--- src/weiDistPkg.sv ---
//====================
// Weight distributor shared definitions
// Sizes of the kernel block and the packed types passed between stages
//====================
`default_nettype none

package weiDistPkg;

    //====================
    // Block geometry
    //====================
    // Kernel positions per block (3x3 kernel)
    localparam int KernelSize = 9;
    // Channels per block, one flag bit each per position
    localparam int BlockDepth = 8;
    // Bits per weight
    localparam int DataWidth  = 8;

    // Count 0..BlockDepth for one position
    localparam int CountWidth = $clog2(BlockDepth + 1);
    // Count 0..KernelSize*BlockDepth for a whole block
    localparam int TotalWidth = $clog2(KernelSize * BlockDepth + 1);

    //====================
    // Shared types
    //====================
    // One sparsity flag word, position i owns bits i*BlockDepth upward
    typedef logic [KernelSize*BlockDepth-1:0] flagWordT;

    // Nonzero counts of one block
    typedef struct packed {
        // Set bits per kernel position
        logic [KernelSize-1:0][CountWidth-1:0] posCount;
        // Sum over all positions
        logic [TotalWidth-1:0]                 total;
    } blockCountT;

    // One position's packed nonzero weights, word 0 in the low bits
    typedef logic [BlockDepth-1:0][DataWidth-1:0] weiSlotT;

    // All slots of a block, slot 0 in the low bits
    typedef weiSlotT [KernelSize-1:0] weiBlockT;

endpackage

`default_nettype wire

--- src/weiFetch.sv ---
//====================
// Weight buffer read sequencer
// Reads packed weight words until the window covers the block total
//====================
`default_nettype none
`timescale 1ns/100ps

module weiFetch #(
    parameter int PortWords    = 12,
    parameter int GbfAddrWidth = 10
) (
    input  wire                                   clk,
    input  wire                                   rst_n,
    input  wire                                   frmDone,
    input  wire                                   countPls,
    input  wire  weiDistPkg::blockCountT          blkCount,
    input  wire  [weiDistPkg::TotalWidth:0]       fillLevel,
    output logic                                  weiEnRd,
    output logic [GbfAddrWidth-1:0]               weiAddrRd,
    output logic                                  datPls,
    output logic                                  blockPls
);

    localparam int LevelWidth = weiDistPkg::TotalWidth + 1;

    // Block in progress between countPls and blockPls
    logic                  busy;
    // Weights held plus the word still in flight
    logic [LevelWidth-1:0] availLevel;
    // Total widened to the level width
    logic [LevelWidth-1:0] needLevel;

    //====================
    // Read decision
    //====================
    // datPls doubles as the in-flight flag, latency is one cycle
    assign availLevel = fillLevel + (datPls ? LevelWidth'(PortWords) : '0);
    assign needLevel  = LevelWidth'(blkCount.total);

    // One word per cycle while still short of the block total
    assign weiEnRd = busy && (availLevel < needLevel) && !frmDone;

    // Block done once nothing is in flight and the window covers it
    assign blockPls = busy && !datPls && (fillLevel >= needLevel) && !frmDone;

    //====================
    // State
    //====================
    always_ff @(posedge clk or negedge rst_n) begin
        if (!rst_n) begin
            busy <= 1'b0;
        end else if (frmDone) begin
            busy <= 1'b0;
        end else if (countPls) begin
            busy <= 1'b1;
        end else if (blockPls) begin
            busy <= 1'b0;
        end
    end

    // Data valid pulse follows the enable by the buffer latency
    always_ff @(posedge clk or negedge rst_n) begin
        if (!rst_n) begin
            datPls <= 1'b0;
        end else begin
            datPls <= weiEnRd;
        end
    end

    // Weight stream address, never rewinds inside a frame
    always_ff @(posedge clk or negedge rst_n) begin
        if (!rst_n) begin
            weiAddrRd <= '0;
        end else if (frmDone) begin
            weiAddrRd <= '0;
        end else if (weiEnRd) begin
            weiAddrRd <= weiAddrRd + 1'b1;
        end
    end

    // A new count must not land on a block still being fetched
    countWhileBusy: assert property (
        @(posedge clk) disable iff (!rst_n)
        countPls |-> !busy
    );

endmodule

`default_nettype wire

--- config.mk ---
export PLATFORM = sky130hd
export DESIGN_NAME = weiFetch
export DESIGN_NICKNAME = d
export VERILOG_FILES = /design/src/weiDistPkg.sv /design/src/weiFetch.sv
export SDC_FILE = /design/constraint.sdc
export NUM_CORES = 1
export LEC_CHECK = 0
export BUFFER_PORTS_ARGS = -buffer_cell sky130_fd_sc_hd__buf_2
export CAP_MARGIN = 5
export CORE_MARGIN = 4
export CORE_UTILIZATION = 42
export DETAILED_ROUTE_END_ITERATION = 10
export PLACE_DENSITY = 0.81
export RECOVER_POWER = 50
export SLEW_MARGIN = 10
export SYNTH_ARGS = -nofsm -noshare
export SYNTH_HDL_FRONTEND = slang
export SYNTH_SLANG_ARGS = --single-unit
--- constraint.sdc ---
create_clock -name clk -period 4.31 [get_ports clk]
set_clock_uncertainty 0.05 [all_clocks]
set_input_delay 0.862 -clock clk [delete_from_list [all_inputs] [get_ports clk]]
set_output_delay 0.862 -clock clk [all_outputs]
set_load 0.02 [all_outputs]
; ---- Yosys cells after proc, flatten, opt, wreduce, memory -nomap -nowiden
; Index checks and enable logic that the tools add are counted.
; W data, S select, Z words.
[op_classes]
n_addsub = 2
n_lt_le_gt_ge = 2
mux = 6
reduce_logical = 9
[op_table]
columns = operator, n
row1 = $mux W10, 2
row2 = $add A10 B1 Y10 const B, 1
row3 = $add A8 B4 Y8, 1
row4 = $ge A8 B7 Y1, 1
row5 = $lt A8 B7 Y1, 1
row6 = $logic_and A1 B1 Y1, 5
row7 = $mux W4, 1
row8 = $mux W1, 3
row9 = $reduce_bool A3 Y1, 1
row10 = $logic_not A1 Y1, 2
row11 = $reduce_bool A2 Y1, 1
[word_totals]
regBits = 12
input_bits = 55
out_inout_bits = 13
word_cells = 22

; ---- Depth between registers and ports, before layout
; Gate-level depths: netlist of run 1.
[logic_depth]
depth_word = 7
mapped_depth = 11

; ---- Least setup slack after synthesis of run 1
; OpenSTA, ideal clock, no wires.
[synth_path]
kind = input to output
startpoint = input port fillLevel[2] (netlist bit)
endpoint = output port weiEnRd
arrival_ns = 3.088
required_time_ns = 3.398
setup_slack_ns = 0.310
stages = 8
path_buffers = 1
path_cell_list = ha_1 -> fa_1 -> xor2_1 -> ha_1 -> o21a_1 -> o221a_2 -> clkbuf_1 -> nor3_1
[synth_via]
elab_chain_len = 4
[synth_lines]
columns = element, line
row1 = from (decl), weiFetch.sv:17  ; input wire [weiDistPkg::TotalWidth:0] fillLevel,
row2 = $add A8 B4 Y8, weiFetch.sv:37  ; assign availLevel = fillLevel + (datPls ? LevelWidth'(PortWords) : '0);
row3 = $lt A8 B7 Y1, weiFetch.sv:41  ; assign weiEnRd = busy && (availLevel < needLevel) && !frmDone;
row4 = $logic_and A1 B1 Y1 (2 in series), weiFetch.sv:41
row5 = to (decl), weiFetch.sv:18  ; output logic weiEnRd,
; Every way passes these cells.

; ---- Final worst setup path of run 1
; Ends and elaborated chain as after synthesis.

==> results of run 1 <==
[tightest hold or removal path, stage by stage, from the launching register on]
cell     delay (ns)
dfrtp_1        0.39
o31ai_1        0.07
a21oi_1        0.06
[state kept, by name, summed over array words and instances, names as in the netlist]
register   flops
busy           1
weiAddrRd     10
datPls         1
[cell type report]
cell class	instances	area [um2]	area share
Clock buffer	4	36.3	0.0282
Inverter	9	33.8	0.0263
Multi-Input combinational cell	94	731	0.569
Sequential cell	12	300	0.234
Tap cell	30	37.5	0.0292
Timing Repair Buffer	31	146	0.114
[metrics by stage]
stage | power (mW) | hold WS [ns]
after global placement | 0.177 | 0.483
after detailed placement | 0.182 | 0.493
after CTS | 0.271 | 0.411
final | 0.268 | 0.506
after global routing | 0.286 | 0.529
after floorplan | 0.157 | 0.511
[layer usage]
metal	track usage	up-vias	wire (um)
met5	0	-	0
met4	0.0583	0	36
met3	0.0154	5	119
met2	0.289	22	1300
met1	0.168	493	1060
li1	-	509	-
[power by group through the flow]
stage	combinational [mW]	sequential (mW)	clock, mW
3_3_place_gp	0.0594	0.118	0
4_1_cts	0.0642	0.116	0.0915
2_1_floorplan	0.0390	0.118	0
3_5_place_dp	0.0637	0.118	0
5_1_grt	0.0722	0.116	0.0978
6_report	0.0629	0.116	0.0895
[placed cells by master (no fill, tap or decap), types with 2 or more instances in the layout]
cell type | synthesis | layout
buf_2 | 0 | 24
ha_1 | 16 | 16
dfrtp_1 | 12 | 12
a21oi_1 | 10 | 10
inv_1 | 9 | 9
nand3_1 | 8 | 8
nor2_1 | 7 | 7
clkbuf_1 | 2 | 7
o21ai_0 | 5 | 5
o31ai_1 | 5 | 5
or4_1 | 5 | 5
a21o_1 | 3 | 3
nand2_1 | 3 | 3
clkbuf_4 | 0 | 3
nand2b_1 | 2 | 2
xnor2_1 | 2 | 2
nor2b_1 | 2 | 2
or2_2 | 2 | 2
nand4_1 | 2 | 2
or3_1 | 2 | 2
[logic make-up after synthesis]
group           share of synthesized area
flops                               0.277
xor+xnor                           0.0243
compound gates                      0.196
fa+ha+maj                           0.203
mux                                0.0208
simple gates                        0.230
buf+inv                            0.0485
[how the worst max path moves through the flow]
| stage | end | start | slack [ns] | cells past startpoint |
|---|---|---|---|---|
| 2_1_floorplan | weiEnRd | fillLevel[2] | 0.31 | 8 |
| 3_3_place_gp | weiEnRd | fillLevel[2] | 0.34 | 11 |
| 3_5_place_dp | weiEnRd | fillLevel[2] | 0.30 | 11 |
| 4_1_cts | weiEnRd | fillLevel[2] | 0.28 | 11 |
| 5_1_grt | weiEnRd | fillLevel[2] | 0.14 | 11 |
| 6_report | weiEnRd | fillLevel[2] | 0.29 | 11 |
==> metrics, run 1 <==
mean post-synth cell area=9.18 um2; Final min period=4.02 ns; Worst-Skew Late Latency=0.27 ns; final core utilization=0.519; Placeable Area=2480 um2; Synth top area share=0.277; Lkg Pwr=0.624 nW; DR iter-0 viols=23; die area=3460 um2; CP Cell Sequence=buf_2, ha_1, fa_1, nand3_1, xnor2_1, ha_1, or3b_1, a41oi_2, nor2_2, nor3_1, buf_2; Flop pwr share=0.432; Num CTS Buffers=3; critical path's slowest cell=fa_1; Die H=58.8 um; EDFF count, synth=0; DP Worst Slack=a little under 0.3 ns; worst setup slack after layout=0.285 ns; R2R setup slack=between 1 and 1.5 ns; Slew HR=0.557; CP startpoint kind=input pin; fraction of layout cells with a size suffix above 1=0.240; synthesized area=1080 um2; Reg-to-Reg End=weiAddrRd[5]; FF-to-FF path depth=10; Hold Crit Class=flip-flop to flip-flop; Crit Path Max Fanout=13; # clock sinks=12; post-route ant nets=0; CTS tree=done; WL/cell=between 10 and 15 um; Slew Limit Fails=0; via/cell ratio=5.72; Clock power frac=0.334; Yosys cell types=39; routed wire length=between 2 and 3 mm; Synth area leaders=dfrtp_1, ha_1, a21oi_1, nand3_1, o31ai_1; dpl hpwl=2.02 mm; outcome=completed; GRT Overall Usage=0.151; Worst setup EP type=primary output; Non-Filler Instances=180; Synth Flop Type=dfrtp_1; global route total overflow=0; internal power=0.191 mW; Synth area leader=dfrtp_1; Final Cycle Share=0.934; FF+latch count, synth=12; sequential fraction of the synthesis area=0.277; hold path start=weiAddrRd[9]; worst-margin pin slew=approximately 0.66 ns; post-synthesis net count=190; Nets=223; setup TNS=0 ns; max-capacitance violation count=0; CP bufs+invs=2; Hold Path Depth=2; Hold Buf Count CTS=0; Worst Path Required=3.40 ns; cells after synthesis=118; Die W=58.8 um; Net Sw Power=approximately 0.077 mW; length of the first detailed-routing pass in iterations=4; Max Freq=0.248 GHz; largest net degree at the start of global routing=18; IO buf count=31; Post-CTS Setup Inserts=0; final setup violation count=0; Post-CTS Resized=0; RR Startpoint=datPls; Arr. time, crit path=between 3 and 4 ns; Fillers=approximately 250; Hold EP=weiAddrRd[9]; initial antenna violation count=0; global-route wire length before repair=4.11 mm; cell family with most CP delay=simple AND/OR/NAND/NOR gates; CP peak stage delay=0.40 ns; vias in the first global route=1,036; GPL Wtd Cong=~0.77; Worst-path clk slew=0.07 ns; count leader, synth=ha_1; Synth async-reset ratio=1.00; Finished Cell Area=1280 um2; clock root buffer=clkbuf_4; Placed Instances=176; Post-DP Area=approximately 1300 um2; std cell rows=18; Longest Clk Path Bufs=2; H-tree depth=1; Synth-to-Final Area Change=18.6%; Fin. Hold Viols=0; Synth Warn #=0; power per standard cell area=around 210 nW/um2; Post-synth top cells=ha_1, dfrtp_1, a21oi_1; antenna fix cells=0; Max rail drop VDD=0.000177 V; RSZ-0062 raised after global routing=no; Residual DRC=0; vias after detailed routing=1,029; Ports=68; Initial Util=0.437; Gate power share=0.235; kind of critical path=input pin to primary output; Sw Share=0.287
Note: power is estimated with default switching activity, not from simulation.
==> run 2, diff against run 1 <==
--- a/config.mk
+++ b/config.mk
@@ -8,9 +8,9 @@
 export BUFFER_PORTS_ARGS = -buffer_cell sky130_fd_sc_hd__buf_2
 export CAP_MARGIN = 5
 export CORE_MARGIN = 4
-export CORE_UTILIZATION = 42
+export CORE_UTILIZATION = 40
 export DETAILED_ROUTE_END_ITERATION = 10
-export PLACE_DENSITY = 0.81
+export PLACE_DENSITY = 0.78
 export RECOVER_POWER = 50
 export SLEW_MARGIN = 10
 export SYNTH_ARGS = -nofsm -noshare
==> run 2 against run 1 <==
  * Global-route usage decreased by 0.36 points
  * Maximum frequency decreased by 0.64%
  * Clock-buffer cell count decreased by 1
  * Worst setup slack got worse by 0.026 ns
  * Critical path type unchanged
  * Critical endpoint unchanged
  * Largest cell class unchanged
==> metrics, run 2 (synthesis gave the netlist of run 1 again) <==
Fin. Hold Viols=0 (unchanged); die area=3610 um2 (+4.3%); CP bufs+invs=2 (unchanged); RR Startpoint=datPls; Nets=223 (unchanged); Residual DRC=0 (unchanged); Worst Path Required=3.40 ns (about the same); critical path's slowest cell=fa_1; GPL Wtd Cong=0.773 (+0.18%); routed wire length=2.32 mm (-7.8%); Reg-to-Reg End=weiAddrRd[5]; CP startpoint kind=input pin; max reg flops=10 (unchanged); Placeable Area=2520 um2 (+1.8%); Die H=60.0 um (+2.1%); # clock sinks=12 (unchanged); Final min period=4.05 ns (+0.0259 ns); Lkg Pwr=0.617 nW (-1.2%); final setup violation count=0 (unchanged); fraction of layout cells with a size suffix above 1=0.235 (-0.00510); length of the first detailed-routing pass in iterations=4 (unchanged); IO buf count=31 (unchanged); std cell rows=18 (unchanged); clock root buffer=clkbuf_4; R2R setup slack=1.28 ns (about the same); Worst setup EP type=primary output; Non-Filler Instances=179 (-0.56%); Synth-to-Final Area Change=17.3%; Initial Util=0.430 (-0.00781); commonest non-fill, non-tap cell in the layout=buf_2; setup TNS=0 ns (unchanged); Largest regs=weiAddrRd: 10 flops, busy: 1 flops, datPls: 1 flops; CP endpoint=weiEnRd; Ports=68 (unchanged); Crit path depth=11 (unchanged); most frequent cells in the layout=buf_2, ha_1, dfrtp_1, a21oi_1, inv_1; power per standard cell area=193 nW/um2 (-7.7%); Arr. time, crit path=3.14 ns (+0.03 ns); Worst-path clk slew=0.07 ns (about the same); Num CTS Buffers=3 (unchanged); Slew Limit Fails=0 (unchanged); via/cell ratio=5.58 (-2.4%); vias in the first global route=1,049 (+1.3%); critical path launch point=fillLevel[2]; CTS tree=done; global route total overflow=0 (unchanged); Max Freq=0.247 GHz (-0.64%); Crit Path Max Fanout=13 (unchanged); WL/cell=12.9 um (-7.3%); largest net degree at the start of global routing=18 (unchanged); Hold Buf Count CTS=0 (unchanged); DR iter-0 viols=23 (unchanged); H-tree depth=1 (unchanged); Worst-Skew Late Latency=0.27 ns (about the same); global-route wire length before repair=4.20 mm (+2.2%); antenna fix cells=0 (unchanged); Post-CTS Resized=0 (unchanged); Finished Cell Area=1270 um2 (-1.1%); Top reg by flops=weiAddrRd; post-route ant nets=0 (unchanged); Hold Crit Class=flip-flop to flip-flop; Placed Instances=176 (unchanged); Max rail drop VDD=0.000167 V (-5.3%); GRT Overall Usage=0.147 (-0.00360); worst-margin pin slew=0.632 ns (-0.0325 ns); Slew HR=0.579 (+0.0217); RSZ-0062 raised after global routing=no; final core utilization=0.504 (-0.0147); Hold Slack=0.500 ns (-0.00573 ns); vias after detailed routing=999 (-2.9%); Post-CTS Setup Inserts=0 (unchanged); CP Cell Sequence=buf_2, ha_1, fa_1, nand3_1, xnor2_1, ha_1, or3b_1, a41oi_2, nor2_2, nor3_1, buf_2; initial antenna violation count=0 (unchanged); Die W=60.0 um (+2.1%); Longest Clk Path Bufs=2 (unchanged); kind of critical path=input pin to primary output; outcome=completed; Final Cycle Share=0.940 (+0.00601); CP peak stage delay=0.41 ns (about the same); Post-DP Area=1260 um2 (unchanged); FF-to-FF path depth=10 (unchanged); max-capacitance violation count=0 (unchanged); cell family with most CP delay=simple AND/OR/NAND/NOR gates; dpl hpwl=1.92 mm (-5.0%)
[run 2: worst reg2reg max path, cell delays in order (launching register included)]
cell and delay [ns]:
dfrtp_1 0.46, ha_1 0.23, fa_1 0.41, nand3_1 0.11
xnor2_1 0.08, ha_1 0.19, or3b_1 0.36, a41oi_2 0.21
nor2_2 0.15, nor4b_2 0.31, mux2_1 0.35
[run 2: routing by layer]
| metal | up-vias | GRT usage | part of all wire |
|---|---|---|---|
| li1 | 505 | - | - |
| met1 | 471 | 0.169 | 0.42 |
| met2 | 23 | 0.272 | 0.54 |
| met3 | 0 | 0.0389 | 0.040 |
| met4 | 0 | 0.0285 | 0 |
| met5 | - | 0 | 0 |
[run 2: power breakdown]
group	switching [mW]	internal [mW]	leakage (nW)
Combinational	0.0365	0.0261	0.437
Clock	0.0340	0.0323	0.0138
Sequential	0.00179	0.114	0.167
Total	0.0723	0.172	0.617
[run 2: layout make-up]
cell class / instances / area [um2]
Clock buffer: 3 / 22.5
Tap cell: 30 / 37.5
Timing Repair Buffer: 31 / 146
Fill cell: 252 / 1250
Multi-Input combinational cell: 94 / 731
Inverter: 9 / 33.8
Sequential cell: 12 / 300
[run 2: metrics by stage]
stage | power (mW) | setup WS [ns]
4_1_cts | 0.248 | 0.273
2_1_floorplan | 0.157 | 0.310
5_1_grt | 0.265 | 0.0965
3_5_place_dp | 0.181 | 0.296
6_report | 0.245 | 0.259
3_3_place_gp | 0.177 | 0.323
[run 2: worst min-delay path by stage]
stage                         endpoint  slack [ns]  cells after the start         start
after global placement    weiAddrRd[9]        0.48                      2  weiAddrRd[9]
final                     weiAddrRd[9]        0.50                      2  weiAddrRd[9]
after detailed placement  weiAddrRd[9]        0.49                      2  weiAddrRd[9]
after floorplan                   busy        0.51                      2          busy
after global routing      weiAddrRd[9]        0.56                      1         rst_n
after CTS                 weiAddrRd[6]        0.41                      1         rst_n
