==> config.mk <==
export PLATFORM = sky130hd
export DESIGN_NAME = flagCount
export DESIGN_NICKNAME = d
export VERILOG_FILES = /design/src/weiDistPkg.sv /design/src/flagCount.sv
export SDC_FILE = /design/constraint.sdc
export NUM_CORES = 1
export LEC_CHECK = 0
export CORE_ASPECT_RATIO = 1.2
export CORE_MARGIN = 1.5
export CORE_UTILIZATION = 36
export DETAILED_ROUTE_END_ITERATION = 16
export DONT_BUFFER_PORTS = 1
export GPL_TIMING_DRIVEN = 1
export SYNTH_ARGS = -nofsm -noshare
export SYNTH_HDL_FRONTEND = slang
export SYNTH_SLANG_ARGS = --single-unit
==> constraint.sdc <==
create_clock -name clk -period 3.5 [get_ports clk]
set_input_delay 0.7 -clock clk [delete_from_list [all_inputs] [get_ports clk]]
set_output_delay 0.7 -clock clk [all_outputs]
set_load 0.05 [all_outputs]
==> src/weiDistPkg.sv <==
//====================
// Weight distributor shared definitions
// Sizes of the kernel block and the packed types passed between stages
//====================
`default_nettype none

package weiDistPkg;

    //====================
    // Block geometry
    //====================
    // Kernel positions per block (3x3 kernel)
    localparam int KernelSize = 9;
    // Channels per block, one flag bit each per position
    localparam int BlockDepth = 8;
    // Bits per weight
    localparam int DataWidth  = 8;

    // Count 0..BlockDepth for one position
    localparam int CountWidth = $clog2(BlockDepth + 1);
    // Count 0..KernelSize*BlockDepth for a whole block
    localparam int TotalWidth = $clog2(KernelSize * BlockDepth + 1);

    //====================
    // Shared types
    //====================
    // One sparsity flag word, position i owns bits i*BlockDepth upward
    typedef logic [KernelSize*BlockDepth-1:0] flagWordT;

    // Nonzero counts of one block
    typedef struct packed {
        // Set bits per kernel position
        logic [KernelSize-1:0][CountWidth-1:0] posCount;
        // Sum over all positions
        logic [TotalWidth-1:0]                 total;
    } blockCountT;

    // One position's packed nonzero weights, word 0 in the low bits
    typedef logic [BlockDepth-1:0][DataWidth-1:0] weiSlotT;

    // All slots of a block, slot 0 in the low bits
    typedef weiSlotT [KernelSize-1:0] weiBlockT;

endpackage

`default_nettype wire

==> src/flagCount.sv <==
//====================
// Flag reader and counter
// Reads one sparsity flag word per fetch and counts nonzeros per position
//====================
`default_nettype none
`timescale 1ns/100ps

module flagCount #(
    parameter int FlagAddrWidth = 10
) (
    input  wire                          clk,
    input  wire                          rst_n,
    input  wire                          fetchPls,
    input  wire                          frmDone,
    output logic                         flagEnRd,
    output logic [FlagAddrWidth-1:0]     flagAddrRd,
    input  wire  weiDistPkg::flagWordT   flagDatRd,
    output weiDistPkg::flagWordT         weiFlags,
    output weiDistPkg::blockCountT       blkCount,
    output logic                         countPls
);

    localparam int KernelSize = weiDistPkg::KernelSize;
    localparam int BlockDepth = weiDistPkg::BlockDepth;
    localparam int CountWidth = weiDistPkg::CountWidth;
    localparam int TotalWidth = weiDistPkg::TotalWidth;

    // Flag read issued last cycle, data on flagDatRd now
    logic                   rdPend;
    weiDistPkg::blockCountT nextCount;

    //====================
    // Flag buffer read
    //====================
    // Fetch is dropped in a frame-finish cycle
    assign flagEnRd = fetchPls && !frmDone;

    always_ff @(posedge clk or negedge rst_n) begin
        if (!rst_n) begin
            flagAddrRd <= '0;
            rdPend     <= 1'b0;
        end else if (frmDone) begin
            flagAddrRd <= '0;
            rdPend     <= 1'b0;
        end else begin
            rdPend <= flagEnRd;
            if (flagEnRd) begin
                flagAddrRd <= flagAddrRd + 1'b1;
            end
        end
    end

    //====================
    // Population counts
    //====================
    // Per position count and block total straight from the returned word
    always_comb begin
        nextCount = '0;
        for (int i = 0; i < KernelSize; i++) begin
            for (int j = 0; j < BlockDepth; j++) begin
                nextCount.posCount[i] = nextCount.posCount[i] +
                    CountWidth'(flagDatRd[i*BlockDepth+j]);
            end
            nextCount.total = nextCount.total + TotalWidth'(nextCount.posCount[i]);
        end
    end

    // Capture flags and counts on the edge the data lands
    always_ff @(posedge clk or negedge rst_n) begin
        if (!rst_n) begin
            weiFlags <= '0;
            blkCount <= '0;
            countPls <= 1'b0;
        end else if (frmDone) begin
            weiFlags <= '0;
            countPls <= 1'b0;
        end else begin
            countPls <= rdPend;
            if (rdPend) begin
                weiFlags <= flagDatRd;
                blkCount <= nextCount;
            end
        end
    end

    // Controller must wait for the counts before the next fetch
    fetchNoOverlap: assert property (
        @(posedge clk) disable iff (!rst_n)
        (rdPend || countPls) |-> !fetchPls
    );

endmodule

`default_nettype wire

# --- Yosys cells after proc, flatten, opt, wreduce, memory -nomap -nowiden ---
# Index checks and enable logic that the tools add are counted.
totals:
  output_inout_bits: 127
  reg_bits: 127
  word_cells: 98
  inputBits: 76
classes:
  n_addsub: 72
  reduce_logical: 5
  bitwise: 1
  muxes: 6
ops:
  columns: ["operator", "count"]
  rows:
  - ["4-bit by 1-bit adder with 4-bit output", 36]
  - ["72-bit 2-to-1 mux", 2]
  - ["3-bit by 1-bit adder with 4-bit output", 9]
  - ["7-bit by 4-bit adder with 7-bit output", 5]
  - ["2-bit by 1-bit adder with 3-bit output", 9]
  - ["10-bit 2-to-1 mux", 2]
  - ["1-bit by 1-bit adder with 2-bit output", 9]
  - ["10-bit by 1-bit adder with 10-bit output (second input constant)", 1]
  - ["6-bit by 4-bit adder with 7-bit output", 1]
  - ["5-bit by 4-bit adder with 6-bit output", 1]
  - ["4-bit by 4-bit adder with 5-bit output", 1]
  - ["2-bit nonzero test", 2]
  - ["1-bit 2-to-1 mux", 2]
  - ["2-bit AND reduction", 1]
  - ["1-bit logical AND", 1]
  - ["1-bit logical NOT", 1]
  - ["1-bit NOT", 1]

# --- Logic depth before layout (Yosys ltp) ---
# Gate-level depths: netlist of run 1.
logic_depth:
  word_depth: 15
  mapped_depth: 22
  ltp_nobuf: 22

# --- Worst setup path before layout of run 1 ---
# No wires, ideal clock.
synth_path:
  path_type: "input-to-reg"
  startpoint: "in flagDatRd[0]"
  endpoint: "reg blkCount[6] (netlist bit)"
  slack_ns: -2.643
  t_required_ns: 3.405
  path_stages: 19
  setup_ns: 0.095
  path_buffers: 0
  arrival_ns: 6.047
  path_cell_list: "inv_1 fa_1 fa_1 fa_1 inv_1 ha_1 fa_1 xor2_1 fa_1 fa_1 fa_1 fa_1 ha_1 inv_1 fa_1 nor2b_1 o21a_1 nor3_1 o31ai_1"
synth_lines:
  columns: ["item", "line", "source"]
  rows:
  - ["start: declaration", "flagCount.sv:17", "input wire weiDistPkg::flagWordT flagDatRd,"]
  - ["end signal: assignment", "flagCount.sv:81", "blkCount <= nextCount;"]
  - ["end: declaration", "flagCount.sv:19", "output weiDistPkg::blockCountT blkCount,"]

# --- Worst setup path after layout of run 1 ---
layout_path:
  startpoint: "in flagDatRd[56]"
  endpoint: "reg blkCount[6] (netlist bit)"
layout_between:
  elab_chain_len: 9
layout_lines:
  columns: ["item", "line", "source"]
  rows:
  - ["1-bit by 1-bit adder with 2-bit output", "flagCount.sv:61", "nextCount.posCount[i] = nextCount.posCount[i] +"]
  - ["2-bit by 1-bit adder with 3-bit output", "flagCount.sv:61", null]
  - ["3-bit by 1-bit adder with 4-bit output", "flagCount.sv:61", null]
  - ["4-bit by 1-bit adder with 4-bit output (4 in series)", "flagCount.sv:61", null]
  - ["7-bit by 4-bit adder with 7-bit output (2 in series)", "flagCount.sv:64", "nextCount.total = nextCount.total + TotalWidth'(nextCount.posCount[i]);"]
# No other way between the ends.
# A chain may end at the register's enable or synchronous reset.

==> results of run 1 <==
-- path summary, 6_finish.rpt --
kind                            endpoint  slack, ns
max                          blkCount[6]      -2.29
min                         weiFlags[54]      -0.03
max reg2reg                flagAddrRd[6]       1.66
min reg2reg                 blkCount[16]       0.79
max in group asynchronous    blkCount[8]       3.34
min in group clk            weiFlags[67]       0.35
-- sequential cells by signal, summed over array words and instances, names as in the netlist --
| register | count |
|---|---|
| countPls | 1 |
| blkCount | 43 |
| rdPend | 1 |
| weiFlags | 72 |
| flagAddrRd | 10 |
-- cells by family (layout without fill, tap and decap cells) --
| logic type | Yosys count | in the layout | share of synthesized area (%) |
|---|---|---|---|
| buf+inv | 159 | 193 | 8.312 |
| compound gates | 42 | 42 | 3.094 |
| flops | 127 | 127 | 43.18 |
| simple gates | 137 | 137 | 7.717 |
| fa+ha+maj | 99 | 99 | 23.15 |
| xor+xnor | 17 | 17 | 2.023 |
| mux | 90 | 90 | 12.53 |
-- routing by layer --
| layer | vias up | GRT usage [%] |
|---|---|---|
| li1 | 2116 | - |
| met2 | 147 | 26.99 |
| met5 | - | 0 |
| met3 | 13 | 6.857 |
| met4 | 0 | 4.743 |
| met1 | 2165 | 19.10 |
-- layout by cell type (no fill, tap or decap), types with 8 or more instances in the layout --
master	synthesis	layout
a21oi_1	10	9
inv_2	1	17
clkbuf_16	0	17
ha_1	37	25
nor2_1	79	79
inv_1	134	113
ha_4	0	8
dfrtp_1	127	126
mux2_1	17	14
fa_1	62	50
o21ai_1	22	22
fa_2	0	12
nand2_1	39	39
buf_4	0	26
mux2i_1	73	73
-- final cells by class --
type                       instances  area, µm²
inverter                         135      529.3
fill                            1928      11510
multi-input combinational        385       3796
tap                              265      331.6
clock buffer                      20      456.7
timing repair buffer              26      195.2
sequential                       127       3182
clock inverter                    12      183.9
-- stage by stage --
stage	util, %	worst slack, ns	instance area [µm²]	setup TNS, ns	instances
global placement	38.75	-2.765	7820	-15.62	934
finish	42.98	-2.288	8675	-11.85	970
floorplan	-	-2.535	7422	-13.87	671
CTS	42.65	-2.282	8608	-12.06	969
detailed placement	38.75	-2.836	7820	-15.89	934
global route	42.98	-2.447	8675	-12.78	970
-- power breakdown --
group	switching (mW)	internal (mW)
clock network	0.692	1.24
registers	0.999	1.69
logic	2.72	2.97
total	4.41	5.90
-- repair_timing --
action                                 CTS  global route
setup buffers                            3             1
gates resized for setup                 36            18
pin swaps                                9            10
endpoints found under the hold margin  127           127
setup endpoints to repair                7             7
==> impl_metrics.tcl, run 1 <==
set metrics [dict create \
    initial_core_util_pct 36.47 \
    max_slew_margin_pct 55.50 \
    drc_errors 0 \
    antenna_violating_nets_post_route 0 \
    clk_latency_ns 0.42 \
    met3RoutedLength_um 1567 \
    worstMarginPinSlew_ns 0.6676 \
    number_of_gates_on_the_worst_path_with_buffers_counted 20 \
    synthesis.yosys.warnings 0 \
    syn_to_final_growth_pct 17.85 \
    wl_met2_um 7862 \
    fp.dieW_um 133.5 \
    async_flop_share_pct 100.0 \
    drv.max_cap_violation_count 0 \
    topRoutingLayerUsed "met4" \
    clock_skew_ns 0.007571 \
    design.die.area_um2 21320 \
    wl_um 16190 \
    cts.path.max_buffers 2 \
    clk_pin_slew_worst_paths_ns 0.06 \
    detailroute.via_count 4441 \
    failed_checks "hold timing, setup timing" \
    final.period_utilization_pct 165.4 \
    cts_buffer_count 17 \
    worst_ep_arrival_time_ns 6.11 \
    design_power_total_mw 10.30 \
    run_status "finished with violations" \
    postLayoutSetupSlackWorst_ns -2.288 \
    drt_iter0_markers 135 \
    grt_antenna_before_repair 0 \
    post_synth_instance_area_um2 7361 \
    nets 867 \
    final-hold-violation-count 47 \
    critical_path_peak_fanout 2 \
    routed_len_inst_um 16.69 \
    worstSetupEndpointType "flip-flop" \
    grt-ovfl-total 0 \
    synth.most_common_cell "inv_1" \
    mappedNetlistNets 846 \
    tritoncts "yes" \
    synth_top_flop_cell "dfrtp_1" \
    max_freq_mhz 172.8 \
    insertedDiodeCount 0 \
    setup_viol 7 \
    power-per-cell-area_nw_per_um2 1188 \
    cts_root_buffer "clkbuf_16" \
    ir_worst_vdd_uv 1222 \
    globalRouteTotalUtil_pct 16.21 \
    hp-class "in -> async" \
    postSynthAreaPerCell_um2 10.97 \
    worstSetupPathType "in -> reg" \
    maxSlewViolCount 0 \
    grt_start_max_net_pins 128 \
    number_of_levels_in_the_clock_h_tree 4 \
    buffers_plus_inverters_on_the_worst_setup_path 4 \
    post_route_cells_drive_above_1_share_pct 17.02 \
    synth_cells 671 \
    whs_ns -0.02661 \
    unrepaired_setup_endpoints_after_global_routing "true" \
    yosys.area.top_type_share_pct 43.18 \
    core_region_area_um2 20180 \
    cp_top_family "adder cells" \
    critPathLaunch "flagDatRd[56]" \
    reg2reg_depth 4 \
    cts_sinks 127 \
    route.layer.met1.wl_um 6568 \
    synth.area.top_cells "dfrtp_1 (43%), fa_1 (17%), mux2i_1 (9.9%), inv_1 (6.8%), ha_1 (6.3%)" \
    yosys.cell_types.count 27 \
    ys_seq_elements 127 \
    power_leakage_nw 4.333 \
    grt_first_pass_wirelength_um 26310 \
    drt_first_pass_iters 3 \
    vias_per_cell 4.578 \
    dp.final_hpwl_um 12120 \
    synth_edf_count 0 \
    port-buffer-count 0 \
    critical_path_cell_sequence "fa_1 -> inv_1 -> fa_1 -> fa_1 -> inv_1 -> ha_1 -> fa_1 -> xnor2_2 -> fa_1 -> inv_1 -> fa_1 -> fa_1 -> fa_1 -> ha_4 -> inv_2 -> fa_2 -> nor2b_1 -> o21a_1 -> nor3_1 -> o31ai_1" \
    yosys-top-cells-count "inv_1 (134), dfrtp_1 (127), nor2_1 (79)" \
    io_pins 203 \
    reg2reg_from "flagAddrRd[0]" \
    crit_path_top_delay_cell "fa_1" \
    synth_seq_area_share_pct 43.18 \
    core.rowCount 57 \
    first_global_vias 4836 \
    place.gp.congestion 0.7437 \
    timing.critical_path.from_type "primary input" \
    max_stage_delay_ns 0.57 \
    critPathMostFrequentCell "fa_1" \
    die_y_um 159.6 \
    synthDominantAreaCellType "dfrtp_1" \
    cp_data_required_time_ns 3.82 \
    finalCriticalPeriod_ns 5.788 \
]
Note: power is estimated with default switching activity, not from simulation.
==> inputs of run 2 (changes only) <==
Settings changed: CORE_MARGIN 1.5 to not set, CORE_UTILIZATION 36 to 61, PLACE_DENSITY set to 0.77.
==> run 2 against run 1 <==
- the flow still finishes with violations (hold timing, setup timing)
- register-to-register slack lost 0.17 ns
- cell area shrank 2.8%
- power grew 5.1%
- fmax shrank 1.8%
- clock-buffer cell count grew 3
- non-clock buffer count shrank 6
- global-route usage grew 11 points
- sequential cell count is the same
- sequential share of layout area grew 1.1 points
- via count grew 3.9%
- die area shrank 41%
- routed wire length shrank 2.4%
==> impl_metrics.tcl, run 2 (same netlist as run 1, synthesis figures left out) <==
set metrics [dict create \
    cp_data_required_time_ns 3.82 \
    cts.path.max_buffers 2 \
    cts_sinks 127 \
    postLayoutSetupSlackWorst_ns -2.393 \
    setup_viol 7 \
    first_global_vias 5401 \
    worst_ep_arrival_time_ns 6.21 \
    drc_errors 0 \
    antenna_violating_nets_post_route 0 \
    critical_path_peak_fanout 2 \
    drv.max_cap_violation_count 0 \
    nets 861 \
    initial_core_util_pct 63.05 \
    io_pins 203 \
    worstSetupPathType "in -> reg" \
    grt_antenna_before_repair 0 \
    power_leakage_nw 4.251 \
    final-hold-violation-count 77 \
    finalCriticalPeriod_ns 5.893 \
    core_region_area_um2 11670 \
    fin_util_pct 72.19 \
    port-buffer-count 0 \
    clock_skew_ns 0.006945 \
    final.period_utilization_pct 168.4 \
    power-per-cell-area_nw_per_um2 1285 \
    routed_len_inst_um 18.45 \
    failed_checks "hold timing, setup timing" \
    max_freq_mhz 169.7 \
    run_status "finished with violations" \
    largest_register_ff_count 72 \
    layout_common_cells "dfrtp_1 (126), inv_1 (103), nor2_1 (79), mux2i_1 (73), fa_1 (48)" \
    vias_per_cell 5.390 \
    drt_first_pass_iters 4 \
    core.rowCount 43 \
    tritoncts "yes" \
    worstMarginPinSlew_ns 0.6570 \
    whs_ns -0.01979 \
    dp.final_hpwl_um 11560 \
    timing.critical_path.from_type "primary input" \
    number_of_levels_in_the_clock_h_tree 4 \
    insertedDiodeCount 0 \
    grt_first_pass_wirelength_um 25390 \
    drt_iter0_markers 138 \
    clk_latency_ns 0.41 \
    design.die.area_um2 12510 \
    mostFrequentLayoutCell "dfrtp_1" \
    fp.dieW_um 102.3 \
    unrepaired_setup_endpoints_after_global_routing "true" \
    wl_um 15790 \
    grt_start_max_net_pins 128 \
    post_route_cells_drive_above_1_share_pct 17.74 \
    worstSetupEndpointType "flip-flop" \
    grt-ovfl-total 0 \
    hp-class "in -> async" \
    clk_pin_slew_worst_paths_ns 0.06 \
    globalRouteTotalUtil_pct 27.24 \
    maxSlewViolCount 0 \
    die_y_um 122.3 \
    place.gp.congestion 0.7612 \
    max_slew_margin_pct 56.20 \
    detailroute.via_count 4614 \
    cts_root_buffer "clkbuf_16" \
    largest_reg_by_ff_count "weiFlags" \
    syn_to_final_growth_pct 14.50 \
    cts_buffer_count 17 \
    design_power_total_mw 10.83 \
    biggestRegsByFlops "weiFlags: 72 flops, blkCount: 43 flops, flagAddrRd: 10 flops" \
    ir_worst_vdd_uv 1263 \
]
## run 2: worst paths after layout
| check | end | from | cells after the start | slack, ns |
|---|---|---|---|---|
| setup / recovery | blkCount[6] | flagDatRd[48] | 21 | -2.39 |
| min in group clk | weiFlags[67] | frmDone | 1 | 0.34 |
| setup reg to reg | weiFlags[23] | rdPend | 3 | 1.49 |
| hold / removal | weiFlags[4] | rst_n | 0 | -0.02 |
| hold reg to reg | blkCount[10] | blkCount[10] | 2 | 0.78 |
| max in group asynchronous | weiFlags[23] | rst_n | 0 | 3.33 |
## run 2: layout make-up
| class | instances | area [µm²] |
|---|---|---|
| clock buffers | 23 | 457.9 |
| multi-input cells | 385 | 3814 |
| clock inverters | 9 | 111.4 |
| well taps | 157 | 196.4 |
| inverters | 135 | 516.7 |
| flip-flops and latches | 127 | 3182 |
| fillers | 833 | 3247 |
| repair buffers | 20 | 150.1 |
## run 2: metrics by stage
| stage | instances | cell area, µm² | setup TNS [ns] | worst slack (ns) |
|---|---|---|---|---|
| finish | 856 | 8428 | -12.45 | -2.393 |
| global route | 856 | 8428 | -13.66 | -2.643 |
| CTS | 854 | 8329 | -12.41 | -2.381 |
| detailed placement | 818 | 7625 | -16.16 | -2.942 |
| global placement | 818 | 7625 | -15.58 | -2.760 |
| floorplan | 671 | 7422 | -13.87 | -2.535 |
## run 2: timing repair
item,in CTS,in global routing
endpoints found under the hold margin,127,122
gates resized for setup,40,24
pin swaps,14,16
endpoints found under the setup margin,7,7
buffers inserted,4,2
## run 2: critical path, cell delays in order
cell and delay [ns]:
fa_1 0.52, inv_1 0.05, fa_1 0.49, fa_1 0.40, inv_1 0.07, ha_2 0.18, inv_2 0.04, fa_2 0.37
xor2_4 0.18, fa_1 0.55, inv_2 0.05, fa_1 0.47, fa_1 0.51, fa_1 0.57, ha_4 0.15, inv_2 0.03
fa_2 0.33, nor2b_1 0.16, o21a_1 0.15, nor3_1 0.05, o31ai_1 0.19
## run 2: power breakdown
part / internal (mW) / leakage (nW) / switching (mW)
clock: 1.07 / 0.271 / 0.641
sequential: 1.69 / 1.68 / 1.00
combinational: 3.32 / 2.30 / 3.11
## run 2: routing by layer
| metal | wire length, µm | part of all wire [%] | GRT usage, % |
|---|---|---|---|
| met1 | 5734 | 36 | 29.97 |
| met2 | 8445 | 53 | 47.99 |
| met3 | 1232 | 7.8 | 8.656 |
| met4 | 381 | 2.4 | 11.70 |
| met5 | 0 | 0 | 0 |
==> inputs of run 3 (changes only) <==
Settings changed: CTS_BUF_LIST set to sky130_fd_sc_hd__clkbuf_4, SETUP_SLACK_MARGIN set to 0.02.
Clock period 3.5 ns to 7.4 ns, I/O delays scaled along.
==> run 3 against run 2 <==
- the flow now finishes without violations
- sequential cell count unchanged
- combinational power is 67% lower
- critical path depth is 1 lower
- setup slack better by 2.9 ns
- power decreased by 65%
- die area unchanged
- non-clock buffer count is 19 lower
- via count down 3.1%
- cell area down 8.4%
- sequential power down 53%
- clock skew up 0.0022 ns
==> impl_metrics.tcl, run 3 (same netlist as run 1, synthesis figures left out) <==
set metrics [dict create \
    run_status "completed" \
    layout.filler_cells 962 \
    cts.path.max_buffers 2 \
    port-buffer-count 0 \
    cts.repair.resized 0 \
    largest_register_ff_count 72 \
    cp_data_required_time_ns 7.80 \
    first_global_vias 4997 \
    cts_sinks 127 \
    io_pins 203 \
    number_of_levels_in_the_clock_h_tree 4 \
    drt_first_pass_iters 4 \
    grt-ovfl-total 0 \
    maxSlewViolCount 0 \
    clock_skew_ns 0.009146 \
    design.die.area_um2 12510 \
    grt_antenna_before_repair 1 \
    worst_ep_arrival_time_ns 7.29 \
    globalRouteTotalUtil_pct 25.21 \
    cts_root_buffer "clkbuf_4" \
    grt_first_pass_wirelength_um 23700 \
    hp-class "in -> async" \
    post_route_cells_drive_above_1_share_pct 4.860 \
    gr-max-usage-layer "met2" \
    finalSetupTns_ns 0 \
    setup_viol 0 \
    critical_path_peak_fanout 2 \
    cts_buffer_count 17 \
    grt_start_max_net_pins 128 \
    ir_worst_vdd_uv 386.6 \
    routed_len_inst_um 17.54 \
    final-hold-violation-count 0 \
    unrepaired_setup_endpoints_after_global_routing "false" \
    globalRouteMet3Util_pct 7.973 \
    place.gp.congestion 0.7792 \
    die_y_um 122.3 \
    detailroute.via_count 4472 \
    worstMarginPinSlew_ns 0.9424 \
    area.sequential_um2 3182 \
    wl_um 14680 \
    cts_hold_repair.buffers 0 \
    fp.dieW_um 102.3 \
    globalRouteMet1Util_pct 28.28 \
    dp.final_hpwl_um 11210 \
    worstSetupPathType "in -> reg" \
    max_freq_mhz 145.1 \
    drt_iter0_markers 106 \
    drv.max_cap_violation_count 0 \
    syn_to_final_growth_pct 4.929 \
    mostFrequentLayoutCell "inv_1" \
    power_leakage_nw 4.038 \
    multi_input_comb_area_um2 3573 \
    worstSetupEndpointType "flip-flop" \
    tritoncts "yes" \
    initial_core_util_pct 63.05 \
    clk_pin_slew_worst_paths_ns 0.11 \
    reg2reg_depth 3 \
    drc_errors 0 \
    core.rowCount 43 \
    vias_per_cell 5.343 \
    power-per-cell-area_nw_per_um2 494.6 \
    largest_reg_by_ff_count "weiFlags" \
    timing.critical_path.from_type "primary input" \
    finalCriticalPeriod_ns 6.891 \
    final.period_utilization_pct 93.12 \
    grtUsageMet2_pct 44.59 \
    max_slew_margin_pct 37.17 \
    core_region_area_um2 11670 \
    reg2reg_from "rdPend" \
    clk_latency_ns 0.49 \
    layout_common_cells "inv_1 (134), dfrtp_1 (126), nor2_1 (79), mux2i_1 (73), fa_1 (62)" \
    antenna_violating_nets_post_route 0 \
    nets 842 \
    critPathLaunch "flagDatRd[16]" \
    biggestRegsByFlops "weiFlags: 72 flops, blkCount: 43 flops, flagAddrRd: 10 flops" \
    post_cts_setup_buffer_count 0 \
    fin_util_pct 66.16 \
]
==> run 3: power breakdown <==
group          switching (mW)  leakage, nW  internal [mW]
combinational            1.19         2.21          0.918
sequential              0.472         1.68          0.796
clock                   0.237        0.143          0.208
total                    1.90         4.04           1.92
==> run 3: worst max-delay path, stage by stage <==
cell     delay, ns
inv_1         0.03
fa_1          0.55
fa_1          0.43
fa_1          0.45
inv_1         0.08
ha_1          0.18
inv_1         0.06
fa_1          0.38
xnor2_1       0.33
fa_1          0.52
fa_1          0.53
fa_1          0.52
fa_1          0.56
ha_1          0.17
inv_1         0.06
fa_1          0.40
nor2b_1       0.16
o21a_1        0.15
nor3_1        0.06
o31ai_1       0.19
==> run 3: path summary, 6_finish.rpt <==
kind	endpoint	slack, ns
max in group asynchronous	weiFlags[66]	6.54
min in group clk	blkCount[3]	0.79
worst min register to register	blkCount[3]	0.79
worst min-delay path	weiFlags[7]	0.66
worst max register to register	blkCount[23]	4.69
worst max-delay path	blkCount[6]	0.51
==> run 3: area by class of cell <==
cell class	count	area share [%]
antenna	1	0.03240
clock buffer	21	2.041
clock inverter	10	1.264
inverter	135	6.561
multi-input combinational	385	46.27
sequential	127	41.20
tap	157	2.543
timing repair buffer	1	0.09720
==> run 3: stage by stage <==
stage	hold WS [ns]	cells	power [mW]	setup WS [ns]	instance area [µm²]
final	0.6648	837	3.820	0.5091	7724
after global routing	0.6013	837	4.183	0.3160	7724
after CTS	0.6191	836	3.876	0.5417	7721
after detailed placement	0.7834	805	3.407	0.06025	7466
after global placement	0.7801	805	3.268	0.2087	7466
after floorplan	0.6520	671	2.783	0.4772	7361
==> run 3: layer usage <==
layer / vias to the layer above / wire length [µm]
li1: 2065 / -
met1: 2239 / 5513
met2: 150 / 7731
met3: 18 / 1164
met4: 0 / 272
met5: - / 0
